[config.mk]
export PLATFORM = sky130hd
export DESIGN_NAME = csr_top
export DESIGN_NICKNAME = d
export VERILOG_FILES = /design/src/rtl/csr_pkg.sv /design/src/rtl/csr_host_port.sv /design/src/rtl/csr_timer.sv /design/src/rtl/csr_exc_regs.sv /design/src/rtl/csr_top.sv
export VERILOG_INCLUDE_DIRS = /design/src /design/src/rtl
export SDC_FILE = /design/constraint.sdc
export NUM_CORES = 1
export LEC_CHECK = 0
export ABC_CLOCK_PERIOD_IN_PS = 12950
export BUFFER_PORTS_ARGS = -buffer_cell sky130_fd_sc_hd__buf_2
export CAP_MARGIN = 10
export CORE_UTILIZATION = 35
export DETAILED_ROUTE_END_ITERATION = 10
export GPL_ROUTABILITY_DRIVEN = 1
export SLEW_MARGIN = 20
export SYNTH_ARGS = -nofsm -noshare
export SYNTH_HDL_FRONTEND = slang
export SYNTH_HIERARCHICAL = 1
export SYNTH_SLANG_ARGS = --single-unit
[constraint.sdc]
create_clock -name clk -period 12.95 [get_ports clk]
set_input_delay 1.295 -clock clk [delete_from_list [all_inputs] [get_ports clk]]
set_output_delay 1.295 -clock clk [all_outputs]
set_load 0.02 [all_outputs]
[src/rtl/csr_params.svh]
`ifndef CSR_PARAMS_SVH
`define CSR_PARAMS_SVH

// CSR numbers
`define CSR_CRMD                14'h000
`define CSR_PRMD                14'h001
`define CSR_ECFG                14'h004
`define CSR_ESTAT               14'h005
`define CSR_ERA                 14'h006
`define CSR_EENTRY              14'h00c
`define CSR_SAVE0               14'h030
`define CSR_SAVE1               14'h031
`define CSR_SAVE2               14'h032
`define CSR_SAVE3               14'h033
`define CSR_TCFG                14'h041
`define CSR_TVAL                14'h042
`define CSR_TICLR               14'h044

// DA set, PLV 0
`define CSR_CRMD_RESET          32'h0000_0008

// Writable fields
`define CSR_CRMD_WMASK          32'h0000_01ff
`define CSR_PRMD_WMASK          32'h0000_0007
`define CSR_ECFG_WMASK          32'h0000_1bff
`define CSR_EENTRY_WMASK        32'hffff_ffc0

// ESTAT layout
`define CSR_ESTAT_ECODE_LSB     16
`define CSR_ESTAT_TI_BIT        11

// Timer config bits
`define CSR_TCFG_EN_BIT         0
`define CSR_TCFG_PERIODIC_BIT   1
`define CSR_TCFG_INIT_SHIFT     2

`define CSR_TVAL_RESET          32'hffff_ffff

`endif

[src/rtl/csr_pkg.sv]
package csr_pkg;

    // One register value
    typedef logic [31:0] csr_word_t;

    // CSR number as seen by the host
    typedef logic [13:0] csr_addr_t;

    // Exception code, lands in ESTAT[21:16]
    typedef logic [5:0] csr_ecode_t;

    // Privilege level, 0 is most privileged
    typedef logic [1:0] csr_plv_t;

    // Host access kind
    typedef enum logic {
        CSR_OP_READ  = 1'b0,
        CSR_OP_WRITE = 1'b1
    } csr_op_t;

endpackage

[src/rtl/csr_host_port.sv]
`timescale 1ns/1ps
`include "csr_params.svh"

module csr_host_port (
    input  logic               clk,
    input  logic               rst,
    input  logic               req_i,
    input  csr_pkg::csr_op_t   op_i,
    input  csr_pkg::csr_addr_t addr_i,
    input  csr_pkg::csr_word_t wdata_i,
    input  csr_pkg::csr_word_t rd_data_i,
    output logic               ack_o,
    output csr_pkg::csr_word_t rdata_o,
    output logic               wr_stb_o,
    output csr_pkg::csr_addr_t wr_addr_o,
    output csr_pkg::csr_word_t wr_data_o,
    output csr_pkg::csr_addr_t rd_addr_o
);
    import csr_pkg::*;

    typedef enum logic {
        ST_IDLE,
        ST_ACKED
    } state_t;

    state_t    state_q;
    state_t    state_d;
    logic      start;
    csr_word_t rdata_q;

    // New request seen while ack is low
    assign start = req_i && (state_q == ST_IDLE);

    always_comb begin
        state_d = state_q;
        case (state_q)
            ST_IDLE: begin
                if (req_i) begin
                    state_d = ST_ACKED;
                end
            end
            ST_ACKED: begin
                if (!req_i) begin
                    state_d = ST_IDLE;   // Return to zero phase
                end
            end
            default: begin
                state_d = ST_IDLE;
            end
        endcase
    end

    always_ff @(posedge clk) begin
        if (rst) begin
            state_q <= ST_IDLE;
        end else begin
            state_q <= state_d;
        end
    end

    // Hold the last value seen while the request was up
    always_ff @(posedge clk) begin
        if (req_i) begin
            rdata_q <= rd_data_i;
        end
    end

    assign ack_o     = (state_q == ST_ACKED);
    assign rdata_o   = (ack_o && req_i) ? rd_data_i : rdata_q;

    // Write lands at the edge that starts the handshake
    assign wr_stb_o  = start && (op_i == CSR_OP_WRITE);
    assign wr_addr_o = addr_i;
    assign wr_data_o = wdata_i;
    assign rd_addr_o = addr_i;

endmodule

[src/rtl/csr_timer.sv]
`timescale 1ns/1ps
`include "csr_params.svh"

module csr_timer (
    input  logic               clk,
    input  logic               rst,
    input  logic               wr_stb_i,
    input  csr_pkg::csr_addr_t wr_addr_i,
    input  csr_pkg::csr_word_t wr_data_i,
    output csr_pkg::csr_word_t tcfg_o,
    output csr_pkg::csr_word_t tval_o,
    output csr_pkg::csr_word_t ticlr_o,
    output logic               timer_irq_o
);
    import csr_pkg::*;

    csr_word_t tcfg_q;
    csr_word_t tval_q;
    csr_word_t wr_init;
    csr_word_t reload_val;
    logic      armed_q;
    logic      irq_q;
    logic      clr_q;
    logic      tcfg_wr;
    logic      clr_wr;
    logic      counting;
    logic      expire;

    assign tcfg_wr    = wr_stb_i && (wr_addr_i == `CSR_TCFG);
    assign clr_wr     = wr_stb_i && (wr_addr_i == `CSR_TICLR) && wr_data_i[0];

    // Initial value is TCFG with the low bits cleared
    assign wr_init    = (wr_data_i >> `CSR_TCFG_INIT_SHIFT) << `CSR_TCFG_INIT_SHIFT;
    assign reload_val = (tcfg_q >> `CSR_TCFG_INIT_SHIFT) << `CSR_TCFG_INIT_SHIFT;

    assign counting   = tcfg_q[`CSR_TCFG_EN_BIT] && armed_q;
    assign expire     = counting && (tval_q == '0);

    always_ff @(posedge clk) begin
        if (rst) begin
            tcfg_q  <= '0;
            tval_q  <= `CSR_TVAL_RESET;
            armed_q <= 1'b0;
        end else if (tcfg_wr) begin
            tcfg_q  <= wr_data_i;
            tval_q  <= wr_init;
            armed_q <= wr_data_i[`CSR_TCFG_EN_BIT];
        end else if (expire) begin
            if (tcfg_q[`CSR_TCFG_PERIODIC_BIT]) begin
                tval_q <= reload_val;
            end else begin
                armed_q <= 1'b0;   // One-shot parks at zero
            end
        end else if (counting) begin
            tval_q <= tval_q - 32'd1;
        end
    end

    // Sticky until software clears it
    always_ff @(posedge clk) begin
        if (rst) begin
            irq_q <= 1'b0;
            clr_q <= 1'b0;
        end else begin
            clr_q <= clr_wr;
            if (expire) begin
                irq_q <= 1'b1;
            end else if (clr_wr) begin
                irq_q <= 1'b0;
            end
        end
    end

    assign tcfg_o      = tcfg_q;
    assign tval_o      = tval_q;
    assign ticlr_o     = {31'b0, clr_q};
    assign timer_irq_o = irq_q;

endmodule

[src/rtl/csr_exc_regs.sv]
`timescale 1ns/1ps
`include "csr_params.svh"

module csr_exc_regs (
    input  logic                clk,
    input  logic                rst,
    input  logic                wr_stb_i,
    input  csr_pkg::csr_addr_t  wr_addr_i,
    input  csr_pkg::csr_word_t  wr_data_i,
    input  csr_pkg::csr_addr_t  rd_addr_i,
    output csr_pkg::csr_word_t  rd_data_o,
    input  csr_pkg::csr_word_t  tcfg_i,
    input  csr_pkg::csr_word_t  tval_i,
    input  csr_pkg::csr_word_t  ticlr_i,
    input  logic                timer_irq_i,
    input  logic                exc_i,
    input  csr_pkg::csr_ecode_t exc_ecode_i,
    input  csr_pkg::csr_word_t  exc_pc_i,
    input  logic                ertn_i,
    input  logic [7:0]          hwi_i,
    input  logic                ipi_i,
    output csr_pkg::csr_plv_t   crmd_plv_o,
    output logic                crmd_ie_o,
    output csr_pkg::csr_word_t  era_o,
    output csr_pkg::csr_word_t  eentry_o,
    output logic                int_pending_o
);
    import csr_pkg::*;

    csr_word_t  crmd_q;
    csr_word_t  prmd_q;
    csr_word_t  ecfg_q;
    csr_word_t  era_q;
    csr_word_t  eentry_q;
    csr_word_t  save_q [4];
    csr_ecode_t ecode_q;
    logic [1:0] swi_q;
    logic [7:0] hwi_q;
    logic       ipi_q;
    csr_word_t  estat;
    logic       save_hit;

    // Masked merge of a host write into a register
    function automatic csr_word_t merge(csr_word_t old, csr_word_t wdata, csr_word_t mask);
        merge = (old & ~mask) | (wdata & mask);
    endfunction

    assign save_hit = (wr_addr_i >= `CSR_SAVE0) && (wr_addr_i <= `CSR_SAVE3);

    // Exception beats ertn, both beat the host on PLV and IE
    always_ff @(posedge clk) begin
        if (rst) begin
            crmd_q <= `CSR_CRMD_RESET;
        end else begin
            if (wr_stb_i && wr_addr_i == `CSR_CRMD) begin
                crmd_q <= merge(crmd_q, wr_data_i, `CSR_CRMD_WMASK);
            end
            if (exc_i) begin
                crmd_q[2:0] <= 3'b000;
            end else if (ertn_i) begin
                crmd_q[2:0] <= prmd_q[2:0];
            end
        end
    end

    always_ff @(posedge clk) begin
        if (rst) begin
            prmd_q <= '0;
            ecfg_q <= '0;
        end else begin
            if (exc_i) begin
                prmd_q[2:0] <= crmd_q[2:0];   // Save PLV and IE
            end else if (wr_stb_i && wr_addr_i == `CSR_PRMD) begin
                prmd_q <= merge(prmd_q, wr_data_i, `CSR_PRMD_WMASK);
            end
            if (wr_stb_i && wr_addr_i == `CSR_ECFG) begin
                ecfg_q <= merge(ecfg_q, wr_data_i, `CSR_ECFG_WMASK);
            end
        end
    end

    // ESTAT status fields, interrupt lines sampled every cycle
    always_ff @(posedge clk) begin
        if (rst) begin
            ecode_q <= '0;
            swi_q   <= '0;
            hwi_q   <= '0;
            ipi_q   <= 1'b0;
        end else begin
            hwi_q <= hwi_i;
            ipi_q <= ipi_i;
            if (exc_i) begin
                ecode_q <= exc_ecode_i;
            end
            if (wr_stb_i && wr_addr_i == `CSR_ESTAT) begin
                swi_q <= wr_data_i[1:0];   // Only the SW interrupt bits
            end
        end
    end

    always_ff @(posedge clk) begin
        if (exc_i) begin
            era_q <= exc_pc_i;
        end else if (wr_stb_i && wr_addr_i == `CSR_ERA) begin
            era_q <= wr_data_i;
        end
        if (wr_stb_i && wr_addr_i == `CSR_EENTRY) begin
            eentry_q <= merge(eentry_q, wr_data_i, `CSR_EENTRY_WMASK);
        end
        if (wr_stb_i && save_hit) begin
            save_q[wr_addr_i[1:0]] <= wr_data_i;
        end
    end

    always_comb begin
        estat                                 = '0;
        estat[1:0]                            = swi_q;
        estat[9:2]                            = hwi_q;
        estat[`CSR_ESTAT_TI_BIT]              = timer_irq_i;
        estat[12]                             = ipi_q;
        estat[`CSR_ESTAT_ECODE_LSB +: 6]      = ecode_q;
    end

    always_comb begin
        case (rd_addr_i)
            `CSR_CRMD:   rd_data_o = crmd_q;
            `CSR_PRMD:   rd_data_o = prmd_q;
            `CSR_ECFG:   rd_data_o = ecfg_q;
            `CSR_ESTAT:  rd_data_o = estat;
            `CSR_ERA:    rd_data_o = era_q;
            `CSR_EENTRY: rd_data_o = eentry_q;
            `CSR_SAVE0:  rd_data_o = save_q[0];
            `CSR_SAVE1:  rd_data_o = save_q[1];
            `CSR_SAVE2:  rd_data_o = save_q[2];
            `CSR_SAVE3:  rd_data_o = save_q[3];
            `CSR_TCFG:   rd_data_o = tcfg_i;
            `CSR_TVAL:   rd_data_o = tval_i;
            `CSR_TICLR:  rd_data_o = ticlr_i;
            default:     rd_data_o = '0;
        endcase
    end

    assign crmd_plv_o    = crmd_q[1:0];
    assign crmd_ie_o     = crmd_q[2];
    assign era_o         = era_q;
    assign eentry_o      = eentry_q;
    assign int_pending_o = crmd_q[2] && (|(ecfg_q[12:0] & estat[12:0]));

endmodule

[src/rtl/csr_top.sv]
`timescale 1ns/1ps

module csr_top (
    input  logic                clk,
    input  logic                rst,
    input  logic                req_i,
    input  csr_pkg::csr_op_t    op_i,
    input  csr_pkg::csr_addr_t  addr_i,
    input  csr_pkg::csr_word_t  wdata_i,
    output logic                ack_o,
    output csr_pkg::csr_word_t  rdata_o,
    input  logic                exc_i,
    input  csr_pkg::csr_ecode_t exc_ecode_i,
    input  csr_pkg::csr_word_t  exc_pc_i,
    input  logic                ertn_i,
    input  logic [7:0]          hwi_i,
    input  logic                ipi_i,
    output csr_pkg::csr_plv_t   crmd_plv_o,
    output logic                crmd_ie_o,
    output csr_pkg::csr_word_t  era_o,
    output csr_pkg::csr_word_t  eentry_o,
    output logic                int_pending_o
);
    import csr_pkg::*;

    logic      wr_stb;
    csr_addr_t wr_addr;
    csr_word_t wr_data;
    csr_addr_t rd_addr;
    csr_word_t rd_data;
    csr_word_t tcfg;
    csr_word_t tval;
    csr_word_t ticlr;
    logic      timer_irq;

    csr_host_port u_host_port (
        .clk       (clk),
        .rst       (rst),
        .req_i     (req_i),
        .op_i      (op_i),
        .addr_i    (addr_i),
        .wdata_i   (wdata_i),
        .rd_data_i (rd_data),
        .ack_o     (ack_o),
        .rdata_o   (rdata_o),
        .wr_stb_o  (wr_stb),
        .wr_addr_o (wr_addr),
        .wr_data_o (wr_data),
        .rd_addr_o (rd_addr)
    );

    csr_timer u_timer (
        .clk         (clk),
        .rst         (rst),
        .wr_stb_i    (wr_stb),
        .wr_addr_i   (wr_addr),
        .wr_data_i   (wr_data),
        .tcfg_o      (tcfg),
        .tval_o      (tval),
        .ticlr_o     (ticlr),
        .timer_irq_o (timer_irq)
    );

    csr_exc_regs u_exc_regs (
        .clk           (clk),
        .rst           (rst),
        .wr_stb_i      (wr_stb),
        .wr_addr_i     (wr_addr),
        .wr_data_i     (wr_data),
        .rd_addr_i     (rd_addr),
        .rd_data_o     (rd_data),
        .tcfg_i        (tcfg),
        .tval_i        (tval),
        .ticlr_i       (ticlr),
        .timer_irq_i   (timer_irq),
        .exc_i         (exc_i),
        .exc_ecode_i   (exc_ecode_i),
        .exc_pc_i      (exc_pc_i),
        .ertn_i        (ertn_i),
        .hwi_i         (hwi_i),
        .ipi_i         (ipi_i),
        .crmd_plv_o    (crmd_plv_o),
        .crmd_ie_o     (crmd_ie_o),
        .era_o         (era_o),
        .eentry_o      (eentry_o),
        .int_pending_o (int_pending_o)
    );

endmodule

# Word-level counts from Yosys, hierarchy flattened
# Memories as Yosys holds them, arrays and structs flattened.
# Index checks and enable logic that the tools add are counted.
# Widths: inputs -> output; s select.
op_classes:
  mux: 20
  n_lt_le_gt_ge: 2
  eq_ne: 14
  addsub: 1
  reduce_logical: 30
  bitwise: 7
ops:
  columns: ["cell", "count"]
  rows:
  - ["$pmux 32 s13", 1]
  - ["$mux 32", 7]
  - ["$eq 14x6->1 const B", 4]
  - ["$eq 14x3->1 const B", 3]
  - ["$eq 14x7->1 const B", 3]
  - ["$logic_not 32->1", 1]
  - ["$or 32x13->32", 1]
  - ["$or 32x3->32", 1]
  - ["$or 32x9->32", 1]
  - ["$or 6x32->32", 1]
  - ["$sub 32x1->32 const B", 1]
  - ["$logic_and 1x1->1", 17]
  - ["$eq 14x1->1 const B", 1]
  - ["$eq 14x4->1 const B", 1]
  - ["$ge 14x6->1 const B", 1]
  - ["$le 14x6->1 const B", 1]
  - ["$logic_not 14->1", 1]
  - ["$and 13x13->13", 1]
  - ["$reduce_or 13->1", 1]
  - ["$mux 3", 4]
  - ["$reduce_bool 2->1", 5]
  - ["$mux 1", 8]
  - ["$reduce_and 2->1", 3]
  - ["$ne 3x1->1 const B", 1]
  - ["other kinds (4)", 5]
word_totals:
  ff_bits: 277
  n_memories: 1
  ram_bits: 128
  in_bits: 99
  elab_cells: 93
  out_inout_bits: 101
memory_table:
  columns: ["memory", "words", "word_bits", "read_ports", "rd_ports_with_merged_regs", "write_ports", "line_no", "rtl"]
  rows:
  - ["u_exc_regs.save_q", 4, 32, 4, 0, 1, "csr_exc_regs.sv:35", "csr_word_t save_q [4];"]

# Longest topological paths before layout
# Gate-level depths: netlist of run 1.
logic_depth:
  ltp_word: 7
  mapped_depth: 10
  depth_no_buf: 8

# Modules after synthesis
# Netlist of run 1, hierarchy kept.
by_module_without_submodules:
  columns: ["module", "n_inst", "area_each_um2", "seq_area_each_um2", "cells_per_inst"]
  rows:
  - ["csr_exc_regs", 1, 10117.2, 6406.1, 768]
  - ["csr_timer", 1, 3887.5, 1341.3, 494]
  - ["csr_host_port", 1, 1958.1, 980.9, 132]

# Worst setup path before layout of run 1
# OpenSTA, ideal clock, no wires.
synth_timing:
  path_type: "input to register"
  start: "input port addr_i[6]"
  end: "memory u_exc_regs/save_q[2][0] in the netlist's numbering, enable pin"
  required_ns: 12.482
  setup_slack_ns: 7.060
  cell_stages: 5
  setup_ns: 0.468
  t_arrival_ns: 5.422
  path_cell_list: "buf_4 -> or4b_4 -> or3_4 -> or4_2 -> nor3b_1"
synth_via:
  elab_chain_len: 5
  elab_cells_between_ends: 6
synth_lines:
  columns: ["element", "line_no", "rtl"]
  rows:
  - ["start, declared", "csr_top.sv:8", "input csr_pkg::csr_addr_t addr_i,"]
  - ["$ge 14x6->1 (no source line) / $le 14x6->1 (equally long branches)", null, null]
  - ["$logic_and 1x1->1 (*)", "csr_exc_regs.sv:48", "assign save_hit = (wr_addr_i >= `CSR_SAVE0) && (wr_addr_i <= `CSR_SAVE3);"]
  - ["$logic_and 1x1->1 (*)", "csr_exc_regs.sv:110", "if (wr_stb_i && save_hit) begin"]
  - ["$mux 1 (*)", "csr_exc_regs.sv:110", null]
  - ["$mux 1 (not written as such) (*)", "csr_exc_regs.sv:111", "save_q[wr_addr_i[1:0]] <= wr_data_i;"]
  - ["end, declared", "csr_exc_regs.sv:35", null]
# Every way passes the cells marked *; elsewhere a longest branch is shown, timed or not.

# Worst setup path in the final report of run 1
layout_timing:
  start: "input port addr_i[9]"
  end: "output port rdata_o[9]"
layout_via:
  elab_chain_len: 3
  elab_cells_between_ends: 15
layout_lines:
  columns: ["element", "line_no", "rtl"]
  rows:
  - ["$eq 14x7->1, or another cell as far along", "csr_exc_regs.sv:125", "case (rd_addr_i)"]
  - ["$pmux 32 s13 (*)", "csr_exc_regs.sv:125", null]
  - ["via rd_data[9]", "csr_top.sv:30", "csr_word_t rd_data;"]
  - ["$mux 32 (*)", "csr_host_port.sv:69", "assign rdata_o = (ack_o && req_i) ? rd_data_i : rdata_q;"]
  - ["end, declared", "csr_top.sv:11", "output csr_pkg::csr_word_t rdata_o,"]
# The timed path passes the listed nets; every way through them passes the cells marked *.

==> flow_summary_export.csv, run 1 <==
group,metric,value,unit
sta,whs,0.468,ns
drt,wire_per_inst,26.2,um
sta,skew,0.0158,ns
sta,finalCritPeriodShare,47.3,%
critical_path,cp.required,11.65,ns
sta,grt_setup_unrepaired,"no",
sta,fin_crit,6.12,ns
cts,root_buffer,"clkbuf_16",
critical_path,cp_top_family,"simple AND/OR/NAND/NOR gates",
synth,ys_async_sr_fraction,0,%
cells_and_area,fin_nets,1596,
floorplan,start_util,35.8,%
global_route,grt_pass1_wl,80300,um
cells_and_area,final_util,40.5,%
sta,setup_viol,0,
floorplan,rows,77,
placement,portBuffers,193,
critical_path,worstPathCellList,"buf_2 -> nor4_2 -> nand2_1 -> nor2_1 -> a222oi_1 -> nand3_1 -> mux2_4 -> buf_2",
cts,cts_tree,"done",
drt,vias,12476,
drt,ant_nets,0,
drt,drcViolationCount,0,
cts,post_cts_buffers,0,
cts,ctsHoldBuffers,0,
synth,yosys-top-cells-area,"edfxtp_1 41%, dfxtp_1 14%, buf_4 4.7%",
min_path,hold_class,"flip-flop to flip-flop",
sta,worst_pin_slew,1.15,ns
critical_path,endpoint_kind,"output pin",
global_route,grt-ovfl-total,0,
sta,hold_viol,0,
drt,wirelength,55400,um
floorplan,die_area,46500,um^2
synth,yosysTopAreaCellShare,41.0,%
global_route,grt_use_total,23.3,%
cells_and_area,mostFrequentLayoutCells,"218 x edfxtp_1, 192 x buf_2, 137 x nand2_1, 109 x dfxtp_1, 96 x a21oi_1",
critical_path,max_stage_delay,1.07,ns
critical_path,arrival,4.83,ns
cts,clock_sinks,327,
cells_and_area,drive_gt1_share,25.6,%
sta,final_max_slew_viol_count,0,
outcome,status,"complete, no violations",
synth,synth_cells,1394,
power,p_leak,6.41,nW
cells_and_area,final_common_cell,"edfxtp_1",
synth,ys_ff_latch,327,
global_route,antenna_found_initial,3,
sta,setup_slack,6.83,ns
synth,ys_types,84,
placement,place_ws,6.94,ns
cells_and_area,antenna-diode-count,0,
sta,slew-limit-headroom,23.0,%
synth,avgSynthCellArea,11.5,um^2
floorplan,fp.dieW,216,um
cts,cts_resized,0,
synth,synth_edf_count,218,
floorplan,ios,200,
floorplan,die_h,216,um
cts,clk_latency,0.54,ns
global_route,grt_pass1_vias,11916,
floorplan,core_area,44600,um^2
cts,clkSlewWorstSetupHoldPaths,0.06,ns
power,cellPowerDensity,126,nW/um^2
synth,synth_top_area_cell,"edfxtp_1",
placement,gp_congestion,0.921,
sta,setup_tns,0,ns
drt,avgViaCountPerCell,5.90,
sta,fmax,163,MHz
synth,seq_area_frac_synth,54.7,%
synth,synth_ff_type,"edfxtp_1",
placement,dpl.hpwl,37500,um
critical_path,cp_num_buf_inv,2,
cts,cts_buffer_depth,3,
global_route,grt_max_degree,79,
synth,yosysWarnings,6,
flow_run,maxCapViolations,0,
drt,firstDrtPassIters,8,
cts,htreeDepth,2,
cells_and_area,areaGrowthSynthToFinish,13.2,%
critical_path,path_class,"input pin to output pin",
drt,drt_iter0_drc,1672,
synth,netlist_area,16000,um^2
critical_path,critPathLaunchType,"input pin",
cells_and_area,fillers,4272,
cts,numCtsBuffers,34,
critical_path,cpMaxStageDelayCell,"nor2_1",
critical_path,path_max_fanout,14,
critical_path,path_common_cell,"buf_2",
power,vdd_ir_drop_max,0.0000663,V
==> cells in the mapped netlist, types with 7 or more instances <==
cell type and count:
mux2_4 30, nor4_1 15, nand3_1 40, xnor2_1 9, a22oi_1 58, mux2i_1 20
nor2_1 64, inv_1 14, edfxtp_1 218, buf_1 13, or3_1 10, and3_1 7
nor4b_1 7, o211ai_1 18, a2bb2oi_1 9, o21ai_0 27, buf_4 101, buf_2 14
a22o_1 32, buf_6 7, dfxtp_1 109, nand2_1 137, mux2_2 39, a222oi_1 29
nor2b_1 16, a221oi_1 20, a31oi_1 15, nor3_1 23, a21oi_1 96, clkbuf_1 55
nor3b_1 7
==> cell type report <==
class / instances / area [um^2] / area share (%)
clock inverter: 14 / 141 / 0.782
inverter: 14 / 52.6 / 0.291
timing repair buffer: 221 / 1190 / 6.59
sequential: 327 / 8730 / 48.3
multi-input combinational: 898 / 6280 / 34.7
clock buffer: 48 / 945 / 5.23
tap: 592 / 741 / 4.10
==> cell families (layout without fill, tap and decap cells) <==
group	count (synthesis)	in the layout	synth area share, %
AO/OA/AOI/OAI	358	358	16.1
XOR/XNOR	15	15	0.823
adder cells (fa/ha/maj)	1	1	0.0784
buffers and inverters	204	297	7.61
flip-flops	327	327	54.7
multiplexers	90	90	6.97
other	2	37	0.0470
AND/OR/NAND/NOR	397	397	13.7
==> worst register-to-register path: cells and delay by family, from the launching register on <==
kind / cells / cell delay, ns
AOI/OAI and AO/OA: 3 / 1.66
DFF: 1 / 0.40
and+or+nand+nor: 3 / 1.53
==> layer usage <==
metal / vias to the layer above / GRT usage [%] / part of all wire [%]
met5: - / 0 / 0.079
met4: 6 / 9.86 / 3.8
met3: 126 / 5.29 / 9.6
met2: 706 / 35.6 / 44
met1: 6190 / 31.6 / 42
li1: 5448 / - / -
==> flip-flops by register name, indices dropped and copies added, names as in the netlist <==
| register | count |
|---|---|
| u_exc_regs/hwi_q | 8 |
| u_timer/tcfg_o | 32 |
| u_exc_regs/crmd_q | 9 |
| u_host_port/rdata_q | 32 |
| u_host_port/ack_o | 1 |
| u_exc_regs/era_o | 32 |
| u_timer/clr_q | 1 |
| u_exc_regs/prmd_q | 3 |
| u_timer/timer_irq_o | 1 |
| u_timer/tval_o | 32 |
| u_exc_regs/ecode_q | 6 |
| u_exc_regs/eentry_o | 26 |
| u_exc_regs/ecfg_q | 12 |
| u_exc_regs/save_q | 128 |
| u_timer/armed_q | 1 |
| u_exc_regs/swi_q | 2 |
| u_exc_regs/ipi_q | 1 |
==> power breakdown <==
part / switching, mW / internal [mW]
registers: 0.0138 / 1.13
logic: 0.0996 / 0.0501
clock network: 0.421 / 0.555
total: 0.534 / 1.73
==> path summary, 6_finish.rpt <==
check	from	to	slack, ns	cells past startpoint
min	u_exc_regs/ecfg_q[1]	u_exc_regs/ecfg_q[1]	0.47	2
min reg2reg	u_exc_regs/ecfg_q[1]	u_exc_regs/ecfg_q[1]	0.47	2
max reg2reg	u_timer/tval_o[17]	u_timer/tval_o[14]	9.25	6
max	addr_i[9]	rdata_o[9]	6.83	8
==> per-stage QoR <==
stage               instances  instance area, um^2  total power [mW]
floorplan                1429                16100              1.26
detailed placement       2052                17000              1.31
global placement         2051                17000              1.31
finish                   2114                18100              2.27
global route             2114                18100              2.33
CTS                      2114                18100              2.28
(Power assumes the default switching activity.)
==> run 2, diff against run 1 <==
ABC_CLOCK_PERIOD_IN_PS = 5800   (was 12950)
clock period = 5.8 ns   (was 12.95 ns; I/O delays follow)
==> run 2 against run 1 <==
Global-route usage down 0.16 points; non-clock buffer count rose by 9; die area is the same; worst setup slack got worse by 5.2 ns; critical path depth down 1.
==> flow_summary_export.csv, run 2 (synthesis results as in run 1) <==
group,metric,value,unit
critical_path,cpMaxStageDelayCell,"or4b_2",
global_route,grt_pass1_vias,11938,
cts,clock_sinks,327,
global_route,grt_max_degree,60,
cts,cts_buffer_depth,3,
cts,post_cts_buffers,0,
cts,root_buffer,"clkbuf_16",
drt,ant_nets,0,
global_route,grt_use_total,23.1,%
power,swShare,23.0,%
cells_and_area,areaGrowthSynthToFinish,14.2,%
power,p_int,3.98,mW
sta,worst_pin_slew,1.12,ns
power,p_comb_share,6.5,%
cts,numCtsBuffers,36,
drt,drt_iter0_drc,1514,
cells_and_area,largest_register_ffs,128,
sta,setup_tns,0,ns
cells_and_area,mostFrequentLayoutCells,"218 x edfxtp_1, 192 x buf_2, 137 x nand2_1, 109 x dfxtp_1, 96 x a21oi_1",
sta,finalCritPeriodShare,71.5,%
cts,cts_resized,0,
placement,dpl.hpwl,37800,um
sta,skew,0.0174,ns
flow_run,maxCapViolations,0,
drt,wire_per_inst,25.7,um
floorplan,die_h,216,um
placement,dpl_cell_area,17000,um^2
cells_and_area,area.sequential,8730,um^2
floorplan,core_area,44600,um^2
sta,setup_viol,0,
floorplan,ios,200,
sta,grt_setup_unrepaired,"no",
cells_and_area,multi_input_area,6260,um^2
drt,drcViolationCount,0,
sta,slew-limit-headroom,24.9,%
cells_and_area,final_common_cell,"edfxtp_1",
power,p_leak,6.50,nW
floorplan,start_util,35.8,%
critical_path,path_common_cell,"buf_2",
min_path,hold_class,"input pin to flip-flop",
critical_path,endpoint_kind,"output pin",
cts,clkSlewWorstSetupHoldPaths,0.05,ns
placement,gp_congestion,0.924,
outcome,status,"complete, no violations",
critical_path,arrival,3.57,ns
floorplan,rows,77,
global_route,grt_pass1_wl,80100,um
drt,avgViaCountPerCell,5.88,
critical_path,critPathLaunchType,"input pin",
power,power_frac_seq,49.4,%
cts,clk_latency,0.54,ns
global_route,antenna_found_initial,3,
power,power.switching,1.19,mW
power,cellPowerDensity,284,nW/um^2
sta,final_max_slew_viol_count,0,
cells_and_area,finalInstanceArea,18200,um^2
cts,htreeDepth,2,
power,pwr-share-clk,44.2,%
critical_path,path_max_fanout,31,
critical_path,max_stage_delay,0.94,ns
critical_path,worstPathCellList,"buf_2 -> or4b_2 -> nor4_4 -> a222oi_1 -> nand3_1 -> mux2_4 -> buf_2",
cts,ctsHoldBuffers,0,
cells_and_area,fillers,4207,
floorplan,fp.dieW,216,um
drt,vias,12492,
cells_and_area,fin_nets,1607,
drt,wirelength,54700,um
sta,fin_crit,4.15,ns
placement,portBuffers,193,
power,vdd_ir_drop_max,0.000172,V
cells_and_area,final_util,40.9,%
drt,firstDrtPassIters,7,
cells_and_area,drive_gt1_share,26.2,%
sta,fmax,241,MHz
global_route,grt-ovfl-total,0,
cts,cts_tree,"done",
floorplan,die_area,46500,um^2
sta,hold_viol,0,
critical_path,cp.required,5.22,ns
critical_path,path_class,"input pin to output pin",
-- run 2: final cells by class --
cell class	count	area share, %
inverter	14	0.288
tap	592	4.06
clock buffer	57	6.02
timing repair buffer	230	6.93
antenna	1	0.0137
multi-input combinational	898	34.4
clock inverter	7	0.419
sequential	327	47.9
-- run 2: power groups by stage --
stage	sequential, mW	clock (mW)	combinational (mW)
finish	2.55	2.29	0.334
global route	2.56	2.40	0.351
CTS	2.55	2.31	0.331
detailed placement	2.60	0	0.331
global placement	2.60	0	0.326
floorplan	2.62	0	0.206
-- run 2: path summary, 6_finish.rpt --
path	startpoint	endpoint	slack (ns)	cells after the start
max	addr_i[0]	rdata_o[21]	1.65	7
min reg2reg	u_timer/tcfg_o[28]	u_timer/tcfg_o[28]	0.47	2
max reg2reg	u_timer/tval_o[17]	u_timer/tval_o[15]	2.24	6
min	hwi_i[1]	u_exc_regs/hwi_q[1]	0.26	2
-- run 2: metrics by stage --
step	std cells	total power, mW	hold slack, ns	setup slack (ns)
6_report	2126	5.17	0.261	1.65
3_5_place_dp	2060	2.94	0.459	1.62
5_1_grt	2125	5.31	0.264	1.50
4_1_cts	2124	5.20	0.253	1.62
2_1_floorplan	1429	2.82	0.441	0.625
3_3_place_gp	2060	2.93	0.452	1.65
-- run 2: critical path: cells and delay by family --
| kind | cells | cell delay (ns) |
|---|---|---|
| and+or+nand+nor | 3 | 1.99 |
| buffers and inverters | 2 | 0.49 |
| AOI/OAI and AO/OA | 1 | 0.32 |
| muxes | 1 | 0.16 |
-- run 2: routing by layer --
layer,vias up,wire length [um],track usage [%]
met1,6165,22900,31.9
met5,-,21,0
li1,5463,-,-
met4,4,1480,6.52
met2,759,24900,36.4
met3,101,5360,4.99
